`config.mk`:
```
export PLATFORM = sky130hd
export DESIGN_NAME = fetch_top
export DESIGN_NICKNAME = d
export VERILOG_FILES = /design/src/common/fetch_pkg.sv /design/src/icache/icache_mem.sv /design/src/icache/icache_ctrl.sv /design/src/verilog/fetch_stage.sv /design/src/verilog/fetch_top.sv
export VERILOG_INCLUDE_DIRS = /design/src /design/src/common
export SDC_FILE = /design/constraint.sdc
export NUM_CORES = 2
export LEC_CHECK = 0
export BUFFER_PORTS_ARGS = -buffer_cell sky130_fd_sc_hd__buf_2
export CAP_MARGIN = 20
export CORE_MARGIN = 2
export CORE_UTILIZATION = 62
export CTS_CLUSTER_SIZE = 28
export DETAILED_ROUTE_END_ITERATION = 10
export MAX_ROUTING_LAYER = met4
export PLACE_DENSITY_LB_ADDON = 0.3
export SYNTH_ARGS = -nofsm -noshare
export SYNTH_HDL_FRONTEND = slang
export SYNTH_HIERARCHICAL = 1
export SYNTH_SLANG_ARGS = --single-unit
```
`constraint.sdc`:
```
create_clock -name clock -period 6.2 [get_ports clock]
set_input_delay 0.62 -clock clock [delete_from_list [all_inputs] [get_ports clock]]
set_output_delay 0.62 -clock clock [all_outputs]
set_load 0.05 [all_outputs]
```
`src/common/fetch_macros.svh`:
```
// size constants for the instruction fetch front end and its memory bus
`ifndef FETCH_MACROS_SVH
`define FETCH_MACROS_SVH

// address and instruction width
`define XLEN 32

// one memory word holds two instructions
`define BLOCK_BITS 64

// 32 direct-mapped lines
`define IDX_BITS 5

// tag bits above index and the 3 offset bits
// anything higher in the address must be zero
`define TAG_BITS 8

// memory transaction tag
`define MEM_TAG_BITS 4

// consumer buffer depth and its counter
`define FETCH_CREDITS 4
`define CREDIT_BITS 3

`endif

```
`src/common/fetch_pkg.sv`:
```
// shared types of the fetch front end for the memory bus, cache block and fetch packet
`default_nettype none
`include "fetch_macros.svh"

package fetch_pkg;

	// memory command, fetch only ever loads
	typedef enum logic [1:0] {
		mem_none = 2'h0,
		mem_load = 2'h1
	} mem_cmd_e;

	// one memory word, seen raw or as two instructions
	// inst[0] sits at the lower address
	typedef union packed {
		logic [`BLOCK_BITS-1:0] dword;
		logic [1:0][`XLEN-1:0] inst;
	} cache_block_u;

	// request toward memory
	typedef struct packed {
		mem_cmd_e cmd;
		logic [`XLEN-1:0] addr;
	} mem_req_t;

	// memory reply
	// response is the acceptance tag, zero when refused
	// tag names the transaction whose data is on the bus
	typedef struct packed {
		logic [`MEM_TAG_BITS-1:0] response;
		logic [`MEM_TAG_BITS-1:0] tag;
		cache_block_u data;
	} mem_rsp_t;

	// packet to the consumer
	// pc is the address of slot 0 of the block
	typedef struct packed {
		logic [1:0] valid;
		logic [`XLEN-1:0] pc;
		cache_block_u block;
	} fetch_packet_t;

	// write port from the miss controller into the cache arrays
	typedef struct packed {
		logic wr_en;
		logic [`IDX_BITS-1:0] idx;
		logic [`TAG_BITS-1:0] tag;
		cache_block_u data;
	} cache_fill_t;

endpackage

`default_nettype wire

```
`src/icache/icache_mem.sv`:
```
// direct-mapped instruction cache arrays with a combinational lookup and one fill port
`default_nettype none
`timescale 1ns/1ps
`include "fetch_macros.svh"

module icache_mem import fetch_pkg::*; (
	input  logic clock,
	input  logic rst,
	input  logic [`XLEN-1:0] lookup_pc,
	input  cache_fill_t cache_fill,
	output logic hit,
	output cache_block_u hit_block
);

	localparam int lines = 1 << `IDX_BITS;

	logic [lines-1:0] valid;
	logic [`TAG_BITS-1:0] tags [lines];
	cache_block_u data [lines];

	// lookup fields
	logic [`IDX_BITS-1:0] rd_idx;
	logic [`TAG_BITS-1:0] rd_tag;

	// offset bits 2:0 pick nothing here, whole block is read
	assign rd_idx = lookup_pc[`IDX_BITS+2:3];
	assign rd_tag = lookup_pc[`TAG_BITS+`IDX_BITS+2:`IDX_BITS+3];

	// read port
	assign hit = valid[rd_idx] && (tags[rd_idx] == rd_tag);
	assign hit_block = data[rd_idx];

	// valid bits, all cleared on reset
	always_ff @(posedge clock) begin
		if (rst) begin
			valid <= '0;
		end else if (cache_fill.wr_en) begin
			valid[cache_fill.idx] <= 1'b1;
		end
	end

	// tag and data
	// a write shows up at the read port the next cycle
	always_ff @(posedge clock) begin
		if (cache_fill.wr_en) begin
			tags[cache_fill.idx] <= cache_fill.tag;
			data[cache_fill.idx] <= cache_fill.data;
		end
	end

endmodule

`default_nettype wire

```
`src/icache/icache_ctrl.sv`:
```
// instruction cache miss controller that issues memory loads and writes the fills
`default_nettype none
`timescale 1ns/1ps
`include "fetch_macros.svh"

module icache_ctrl import fetch_pkg::*; (
	input  logic clock,
	input  logic rst,
	input  logic [`XLEN-1:0] lookup_pc,
	input  logic hit,
	input  mem_rsp_t mem_rsp,
	output mem_req_t mem_req,
	output cache_fill_t cache_fill
);

	// zero bits above the tag in a block address
	localparam int pad_bits = `XLEN - `TAG_BITS - `IDX_BITS - 3;

	typedef enum logic [1:0] {
		st_idle,
		st_request,
		st_wait
	} state_e;

	state_e state;
	state_e state_next;

	// block being filled
	logic [`IDX_BITS-1:0] miss_idx;
	logic [`TAG_BITS-1:0] miss_tag;

	// tag memory gave the accepted load
	logic [`MEM_TAG_BITS-1:0] txn_tag;

	logic miss_seen;
	logic accepted;
	logic reply_match;

	////////////////////
	// handshake decode
	////////////////////

	// new miss only from idle, one outstanding at a time
	assign miss_seen = (state == st_idle) && !hit;

	// nonzero acceptance tag while presenting means taken
	assign accepted = (state == st_request) && (mem_rsp.response != '0);

	// our data is on the bus
	assign reply_match = (state == st_wait) && (mem_rsp.tag == txn_tag);

	////////////////////
	// fsm
	////////////////////

	always_comb begin
		state_next = state;
		case (state)
			st_idle: begin
				if (miss_seen) begin
					state_next = st_request;
				end
			end
			st_request: begin
				// refused loads stay here and go out again
				if (accepted) begin
					state_next = st_wait;
				end
			end
			st_wait: begin
				// fill goes in even if fetch has moved on
				if (reply_match) begin
					state_next = st_idle;
				end
			end
			default: begin
				state_next = st_idle;
			end
		endcase
	end

	always_ff @(posedge clock) begin
		if (rst) begin
			state <= st_idle;
		end else begin
			state <= state_next;
		end
	end

	// miss block captured when seen
	always_ff @(posedge clock) begin
		if (miss_seen) begin
			miss_idx <= lookup_pc[`IDX_BITS+2:3];
			miss_tag <= lookup_pc[`TAG_BITS+`IDX_BITS+2:`IDX_BITS+3];
		end
	end

	// transaction tag captured on acceptance
	always_ff @(posedge clock) begin
		if (accepted) begin
			txn_tag <= mem_rsp.response;
		end
	end

	////////////////////
	// outputs
	////////////////////

	// load presented the cycle after the miss
	always_comb begin
		mem_req.cmd = (state == st_request) ? mem_load : mem_none;
		mem_req.addr = {{pad_bits{1'b0}}, miss_tag, miss_idx, 3'b000};
	end

	// written on the reply cycle, line hits the cycle after
	always_comb begin
		cache_fill.wr_en = reply_match;
		cache_fill.idx = miss_idx;
		cache_fill.tag = miss_tag;
		cache_fill.data = mem_rsp.data;
	end

	// a pending reply always has a real transaction tag to match
	a_wait_has_tag: assert property (
		@(posedge clock) disable iff (rst)
		(state == st_wait) |-> (txn_tag != '0)
	) else $error("icache_ctrl: waiting for a reply with a zero transaction tag");

endmodule

`default_nettype wire

```
`src/verilog/fetch_stage.sv`:
```
// fetch stage holding the pc and consumer credits and forming two-slot fetch packets
`default_nettype none
`timescale 1ns/1ps
`include "fetch_macros.svh"

module fetch_stage import fetch_pkg::*; (
	input  logic clock,
	input  logic rst,
	input  logic redirect_valid,
	input  logic [`XLEN-1:0] redirect_pc,
	input  logic credit_return,
	output logic [`XLEN-1:0] lookup_pc,
	input  logic hit,
	input  cache_block_u hit_block,
	output fetch_packet_t fetch_out
);

	localparam logic [`CREDIT_BITS-1:0] credits_full = `CREDIT_BITS'(`FETCH_CREDITS);

	logic [`XLEN-1:0] pc;
	logic [`XLEN-1:0] pc_block;
	logic [`CREDIT_BITS-1:0] credits;

	logic fire;
	logic [1:0] slot_valid;

	// packet register
	logic [1:0] out_valid;
	logic [`XLEN-1:0] out_pc;
	cache_block_u out_block;

	assign pc_block = {pc[`XLEN-1:3], 3'b000};

	// hit with a credit in hand
	// a redirect kills the old-path packet before it is registered
	assign fire = hit && (credits != '0) && !redirect_valid;

	// entering at offset 4 drops slot 0
	assign slot_valid = pc[2] ? 2'b10 : 2'b11;

	////////////////////
	// pc
	////////////////////

	// redirect wins over sequential advance
	// zero credits or a miss holds the pc
	always_ff @(posedge clock) begin
		if (rst) begin
			pc <= '0;
		end else if (redirect_valid) begin
			pc <= redirect_pc;
		end else if (fire) begin
			pc <= pc_block + `XLEN'(8);
		end
	end

	assign lookup_pc = pc;

	////////////////////
	// credits
	////////////////////

	// one out per packet, one back per return pulse
	always_ff @(posedge clock) begin
		if (rst) begin
			credits <= credits_full;
		end else begin
			case ({fire, credit_return})
				2'b10: credits <= credits - 1'b1;
				2'b01: credits <= credits + 1'b1;
				default: credits <= credits;
			endcase
		end
	end

	////////////////////
	// packet out
	////////////////////

	always_ff @(posedge clock) begin
		if (rst) begin
			out_valid <= 2'b00;
		end else begin
			out_valid <= fire ? slot_valid : 2'b00;
		end
	end

	// payload only loads on a packet
	always_ff @(posedge clock) begin
		if (fire) begin
			out_pc <= pc_block;
			out_block <= hit_block;
		end
	end

	always_comb begin
		fetch_out.valid = out_valid;
		fetch_out.pc = out_pc;
		fetch_out.block = out_block;
	end

	// consumer never returns more credits than it was given
	a_credit_bounds: assert property (
		@(posedge clock) disable iff (rst)
		credits <= credits_full
	) else $error("fetch_stage: credit count out of range");

endmodule

`default_nettype wire

```
`src/verilog/fetch_top.sv`:
```
// fetch front end top tying the fetch stage to the instruction cache and memory bus
`default_nettype none
`timescale 1ns/1ps
`include "fetch_macros.svh"

module fetch_top import fetch_pkg::*; (
	input  logic clock,
	input  logic rst,
	input  mem_rsp_t mem_rsp,
	output mem_req_t mem_req,
	input  logic redirect_valid,
	input  logic [`XLEN-1:0] redirect_pc,
	input  logic credit_return,
	output fetch_packet_t fetch_out
);

	// fetch stage to cache
	logic [`XLEN-1:0] lookup_pc;

	// cache read port back to fetch and controller
	logic hit;
	cache_block_u hit_block;

	// controller fill into the arrays
	cache_fill_t cache_fill;

	fetch_stage u_fetch_stage (
		.clock(clock),
		.rst(rst),
		.redirect_valid(redirect_valid),
		.redirect_pc(redirect_pc),
		.credit_return(credit_return),
		.lookup_pc(lookup_pc),
		.hit(hit),
		.hit_block(hit_block),
		.fetch_out(fetch_out)
	);

	icache_ctrl u_icache_ctrl (
		.clock(clock),
		.rst(rst),
		.lookup_pc(lookup_pc),
		.hit(hit),
		.mem_rsp(mem_rsp),
		.mem_req(mem_req),
		.cache_fill(cache_fill)
	);

	icache_mem u_icache_mem (
		.clock(clock),
		.rst(rst),
		.lookup_pc(lookup_pc),
		.cache_fill(cache_fill),
		.hit(hit),
		.hit_block(hit_block)
	);

endmodule

`default_nettype wire

```
### Word level (Yosys, flattened, before mapping)

Memories as Yosys holds them, arrays and structs flattened. A register that Yosys moved wholly into a read port is not among the register bits.
Index checks and enable logic that the tools add are counted.

| word-level totals | value |
|---|---|
| register bits after elaboration | 117 |
| memory bits (writable) | 2,304 |
| input port bits | 108 |
| output and inout port bits | 132 |
| word-level logic and storage cells | 61 |
| memories | 2 |

| cells by class | value |
|---|---|
| $add $sub $neg | 3 |
| order comparisons | 3 |
| eq/ne operators | 9 |
| mux-type cells | 17 |
| bitwise operators | 2 |
| reduce and logical (&&, ||, !) cells | 16 |

Memories:

| name | words | width | rd ports | clocked after memory_dff | write ports | line | RTL |
|---|---|---|---|---|---|---|---|
| u_icache_mem.data | 32 | 64 | 1 | 1 | 1 | icache_mem.sv:19 | `cache_block_u data [lines];` |
| u_icache_mem.tags | 32 | 8 | 1 | 1 | 1 | icache_mem.sv:18 | `` logic [`TAG_BITS-1:0] tags [lines]; `` |

Operators with widths:

| operator | count |
|---|---|
| 32-bit 2-to-1 mux | 2 |
| 32-bit by 4-bit adder with 32-bit output (second input constant) | 1 |
| 32-bit OR | 1 |
| 5-bit by 6-bit < comparator with 1-bit output (second input constant) | 2 |
| 5-bit 2-to-1 mux | 2 |
| 8-bit == test | 1 |
| 1-bit logical AND | 7 |
| 1-bit 2-to-1 mux | 6 |
| 2-bit 2-to-1 mux | 3 |
| 2-bit by 1-bit != test with 1-bit output (second input constant) | 3 |
| 2-bit case mux with 3 select lines | 1 |
| 3-bit case mux with 2 select lines | 1 |
| 1-bit binary-select mux with 5-bit select | 1 |
| 1-bit demux with 5-bit select | 1 |
| 5-bit by 1-bit >= comparator with 1-bit output (second input constant) | 1 |
| 2-bit by 1-bit == test with 1-bit output (second input constant) | 2 |
| 2-bit == test (second input constant) | 2 |
| 4-bit == test | 1 |
| 2-bit nonzero test | 2 |
| 4-bit nonzero test | 1 |
| 3-bit by 1-bit adder with 3-bit output (second input constant) | 1 |
| 3-bit AND reduction | 1 |
| 3-bit nonzero test | 1 |
| 3-bit by 1-bit subtractor with 3-bit output (second input constant) | 1 |
| other kinds (4) | 5 |

### Logic depth before layout (Yosys ltp)

| depth | value |
|---|---|
| depth after elaboration | 9 |
| depth in mapped cells | 19 |
| mapped depth without buffers | 15 |

### By module

The synthesis kept the hierarchy.

By module, submodules not included:

| module | instances | cells each | area an instance (um2) | sequential area each (um2) |
|---|---|---|---|---|
| icache_mem | 1 | 3,596 | 88,816.4 | 69,827.0 |
| fetch_stage | 1 | 335 | 4,800.9 | 3,533.4 |
| icache_ctrl | 1 | 134 | 1,418.9 | 550.5 |

### Least setup slack after synthesis

No wires, ideal clock.

| timing | value |
|---|---|
| path type | input-to-reg |
| from | input mem_rsp[66] (netlist bit) |
| to | memory u_icache_mem/data[12][0] (netlist bit), enable pin |
| setup time | 0.504 ns |
| arrival time | 4.776 ns |
| required time | 5.696 ns |
| slack | 0.920 ns |
| stages on the path | 7 |
| path buffers | 2 |
| cell sequence | xnor2_1 -> nand4_1 -> nor2_1 -> buf_4 -> or3b_2 -> clkbuf_1 -> nor2_1 |

| on the way | value |
|---|---|
| cells in the longest elaborated chain, start to end | 4 |

Ends and longest elaborated chain:

| what | line | RTL |
|---|---|---|
| from (decl) | fetch_top.sv:9 | `input mem_rsp_t mem_rsp,` |
| 4-bit == test | icache_ctrl.sv:50 | `assign reply_match = (state == st_wait) && (mem_rsp.tag == txn_tag);` |
| 1-bit logical AND | icache_ctrl.sv:50 |  |
| via u_icache_ctrl.reply_match | icache_ctrl.sv:37 | `logic reply_match;` |
| 1-bit 2-to-1 mux | icache_mem.sv:45 | `if (cache_fill.wr_en) begin` |
| 1-bit 2-to-1 mux (not written as such) | icache_mem.sv:47 | `data[cache_fill.idx] <= cache_fill.data;` |
| to (decl) | icache_mem.sv:19 |  |

The timed path passes the listed nets, and every way through them passes these cells.

### Worst setup path in the final report

| timing | value |
|---|---|
| from | register u_fetch_stage.pc[6] (netlist: u_fetch_stage/lookup_pc[6]) |
| to | register u_fetch_stage.credits[2] |

| on the way | value |
|---|---|
| cells in the longest elaborated chain, start to end | 7 |
| elaborated cells between the ends (all ways) | 9 |
| those cells by class | 2 x eq/ne; 3 x mux; 4 x reduce/logical |

Ends and longest elaborated chain:

| what | line | RTL |
|---|---|---|
| from (decl) | fetch_stage.sv:20 | `` logic [`XLEN-1:0] pc; `` |
| from (signal assigned) | fetch_stage.sv:51 | `pc <= redirect_pc;` |
| from (signal assigned) | fetch_stage.sv:53 | `` pc <= pc_block + `XLEN'(8); `` |
| 1-bit binary-select mux with 5-bit select (*) | icache_mem.sv:30 | `assign hit = valid[rd_idx] && (tags[rd_idx] == rd_tag);` |
| 1-bit 2-to-1 mux (not written as such) (*) | icache_mem.sv:30 |  |
| 1-bit logical AND (*) | icache_mem.sv:30 |  |
| via hit | fetch_top.sv:21 | `logic hit;` |
| 1-bit logical AND (*) (2 in a row) | fetch_stage.sv:36 | `assign fire = hit && (credits != '0) && !redirect_valid;` |
| 2-bit by 1-bit == test with 1-bit output or 2-bit == test (tied branches) | fetch_stage.sv:68 | `case ({fire, credit_return})` |
| 3-bit case mux with 2 select lines or 2-bit nonzero test (tied branches) | -- |  |
| to (signal assigned) | fetch_stage.sv:69 | `2'b10: credits <= credits - 1'b1;` |
| to (signal assigned) | fetch_stage.sv:70 | `2'b01: credits <= credits + 1'b1;` |
| to (signal assigned) | fetch_stage.sv:71 | `default: credits <= credits;` |
| to (decl) | fetch_stage.sv:22 | `` logic [`CREDIT_BITS-1:0] credits; `` |

The timed path passes the listed nets; every way through them passes the cells marked *. The select of a mux whose other input is x is not followed.
A chain may end at the register's enable or synchronous reset.

==> flow_results.xml <==
<?xml version="1.0" encoding="UTF-8"?>
<metrics>
  <group name="critical_path">
    <metric name="cp.buffers_inverters" unit="">2</metric>
    <metric name="cp_top_family" unit="">compound AO/OA/AOI/OAI gates</metric>
    <metric name="path_common_cell" unit="">and4_1</metric>
    <metric name="cpPeakStageDelay" unit="ns">0.92</metric>
    <metric name="arrival_time_at_the_worst_endpoint" unit="ns">5.68</metric>
    <metric name="worst-setup-path-type" unit="">flip-flop to flip-flop</metric>
    <metric name="slowest_stage" unit="">dfxtp_4</metric>
    <metric name="path_cells" unit="">inv_8 &gt; o221ai_1 &gt; o22ai_1 &gt; o31ai_1 &gt; xnor2_1 &gt; and4_1 &gt; and4_1 &gt; o31a_1 &gt; nand2_1 &gt; ha_1 &gt; inv_1 &gt; fa_1 &gt; xor2_1 &gt; nor3_1 &gt; or3b_2</metric>
    <metric name="worst-endpoint-required" unit="ns">6.92</metric>
    <metric name="path_max_fanout" unit="">49</metric>
    <metric name="critPathLaunchType" unit="">flip-flop</metric>
    <metric name="endpoint_kind" unit="">flip-flop</metric>
  </group>
  <group name="route">
    <metric name="postRouteAntennaNets" unit="">0</metric>
    <metric name="avgRoutedWirePerCell" unit="um">34.8</metric>
    <metric name="drc" unit="">0</metric>
    <metric name="postRouteWirelength" unit="um">229000</metric>
    <metric name="drt_pre_antenna_iters" unit="">6</metric>
    <metric name="via_count" unit="">44857</metric>
    <metric name="initialDrtViolationCount" unit="">6163</metric>
    <metric name="post_drt_via_cell_ratio" unit="">6.83</metric>
  </group>
  <group name="synth">
    <metric name="avgSynthCellArea" unit="um^2">23.4</metric>
    <metric name="postSynthCellCount" unit="">4057</metric>
    <metric name="yosysWarningCount" unit="">6</metric>
    <metric name="mappedNetlistArea" unit="mm^2">0.0950</metric>
  </group>
  <group name="clock_tree">
    <metric name="tritoncts_num_sinks" unit="">2483</metric>
    <metric name="cts.root.buffer_cell" unit="">clkbuf_16</metric>
    <metric name="clock_tree.buffer_depth" unit="">3</metric>
    <metric name="maximum_level_of_the_cts_h_tree" unit="">4</metric>
    <metric name="tritoncts" unit="">built</metric>
    <metric name="cts.reportedPaths.clkPinSlew" unit="ns">0.06</metric>
    <metric name="clk_latency" unit="ns">0.87</metric>
    <metric name="cts_bufs_inserted" unit="">231</metric>
  </group>
  <group name="floorplan">
    <metric name="fp.dieH" unit="um">395</metric>
    <metric name="dieArea" unit="mm^2">0.156</metric>
    <metric name="floorplan.die.width" unit="um">395</metric>
    <metric name="std_cell_rows" unit="">143</metric>
    <metric name="boundaryPins" unit="">240</metric>
    <metric name="core_area" unit="mm^2">0.152</metric>
    <metric name="initial_util" unit="">0.624</metric>
  </group>
  <group name="layout">
    <metric name="multiInputGateArea" unit="mm^2">0.0196</metric>
    <metric name="final_nets" unit="">4460</metric>
    <metric name="final_common_cell" unit="">edfxtp_1</metric>
    <metric name="commonest_cells_after_routing_fill_and_taps_aside" unit="">edfxtp_1 (2414), mux4_2 (685), clkbuf_16 (233)</metric>
    <metric name="sequential_cell_area" unit="mm^2">0.0739</metric>
    <metric name="nFillCells" unit="">8768</metric>
    <metric name="postLayoutCoreUtil" unit="">0.694</metric>
    <metric name="syn_to_layout_area_delta" unit="%">11.1</metric>
    <metric name="final_cells" unit="">6571</metric>
    <metric name="drive_gt1_frac" unit="">0.311</metric>
  </group>
  <group name="global_route">
    <metric name="grt_use_total" unit="">0.307</metric>
    <metric name="grt_antenna_before_repair" unit="">17</metric>
    <metric name="grt_max_degree" unit="">143</metric>
    <metric name="globalRouteOverflowTotal" unit="">0</metric>
    <metric name="vias_in_the_first_global_route" unit="">45455</metric>
    <metric name="grt_first_pass_wirelength" unit="um">329000</metric>
  </group>
  <group name="power_and_ir_drop">
    <metric name="power_leakage" unit="nW">32.5</metric>
    <metric name="worst_ir_drop_vdd" unit="V">0.000403</metric>
    <metric name="power_density" unit="mW/mm^2">317</metric>
  </group>
  <group name="placement">
    <metric name="place.port_buffers" unit="">214</metric>
    <metric name="post-place-cells" unit="">6137</metric>
    <metric name="hpwlAfterDp" unit="um">107000</metric>
    <metric name="routability_congestion" unit="">0.809</metric>
  </group>
  <group name="sta">
    <metric name="hold_violations" unit="">0</metric>
    <metric name="setup_viol_count_final" unit="">0</metric>
    <metric name="rsz0062_at_grt" unit="">false</metric>
    <metric name="finalSetupTns" unit="ns">0</metric>
    <metric name="max_slew_vio_count" unit="">0</metric>
    <metric name="timing.final.crit_share" unit="">0.801</metric>
    <metric name="fmax" unit="MHz">201</metric>
    <metric name="post-route-min-period" unit="ns">4.97</metric>
    <metric name="skew" unit="ns">0.0411</metric>
    <metric name="relSlewSlack" unit="">0.233</metric>
    <metric name="worst-slew-pin-transition" unit="ns">1.15</metric>
  </group>
  <group name="hold_path">
    <metric name="hold_path.class" unit="">primary input to flip-flop</metric>
  </group>
  <group name="outcome">
    <metric name="status" unit="">completed</metric>
  </group>
  <group name="run">
    <metric name="timing.max_cap.violations" unit="">0</metric>
  </group>
</metrics>
-- layout make-up --
type	instances	share of cell area
Antenna cell	14	0.000332
Multi-Input combinational cell	1281	0.185
Clock buffer	286	0.0575
Timing Repair Buffer	337	0.0235
Clock inverter	125	0.00834
Inverter	15	0.000652
Tap cell	2030	0.0241
Sequential cell	2483	0.700
-- layer usage --
layer / part of all wire / vias to the layer above / global-route usage
li1: - / 17624 / -
met1: 0.36 / 23785 / 0.419
met2: 0.51 / 2950 / 0.489
met3: 0.10 / 498 / 0.0510
met4: 0.029 / 0 / 0.0866
met5: 0 / - / -
-- state kept, by name, indices dropped and copies added, names as in the netlist, 4 cells and up --
register                 count
u_icache_mem/data         2048
u_fetch_stage/lookup_pc     30
u_fetch_stage/out_pc        29
u_icache_ctrl/miss_tag       8
u_icache_mem/tags          256
u_icache_mem/valid          32
u_fetch_stage/out_block     64
u_icache_ctrl/txn_tag        4
u_icache_ctrl/miss_idx       5
-- stage by stage --
step           power [W]  setup WS, ns  area, um^2  hold WS (ns)
3_5_place_dp      0.0206          1.33       98400         0.427
5_1_grt           0.0344          1.06      106000        0.0284
2_1_floorplan     0.0202         0.920       95000         0.392
3_3_place_gp      0.0206          1.39       98400         0.409
6_report          0.0335          1.23      106000        0.0565
4_1_cts           0.0336          1.28      105000       0.00517
-- worst paths after layout --
kind | start | end | slack [ns] | cells past startpoint
max | u_fetch_stage/lookup_pc[6] | u_fetch_stage/credits[2] | 1.23 | 15
min | redirect_pc[3] | u_fetch_stage/lookup_pc[3] | 0.06 | 3
max reg2reg | u_fetch_stage/lookup_pc[6] | u_fetch_stage/credits[2] | 1.23 | 15
min reg2reg | u_fetch_stage/lookup_pc[2] | u_fetch_stage/out_valid[0] | 0.44 | 1
-- report_power, final --
group	total, W	internal (W)	switching, W
logic	0.00163	0.000701	0.000929
clock network	0.0132	0.00716	0.00603
registers	0.0187	0.0185	0.000154
-- worst min-delay path, stage by stage --
cell and delay (ns):
buf_2 0.11, a21oi_1 0.06, nor2_1 0.07
-- what timing repair did --
action                     CTS  global route
setup endpoints to repair    0             0
hold endpoints to repair     6             0
gates resized for setup      0             0
hold buffers                 6             0
setup buffers                0             0
No activity file was read; power rests on OpenSTA's default activity.
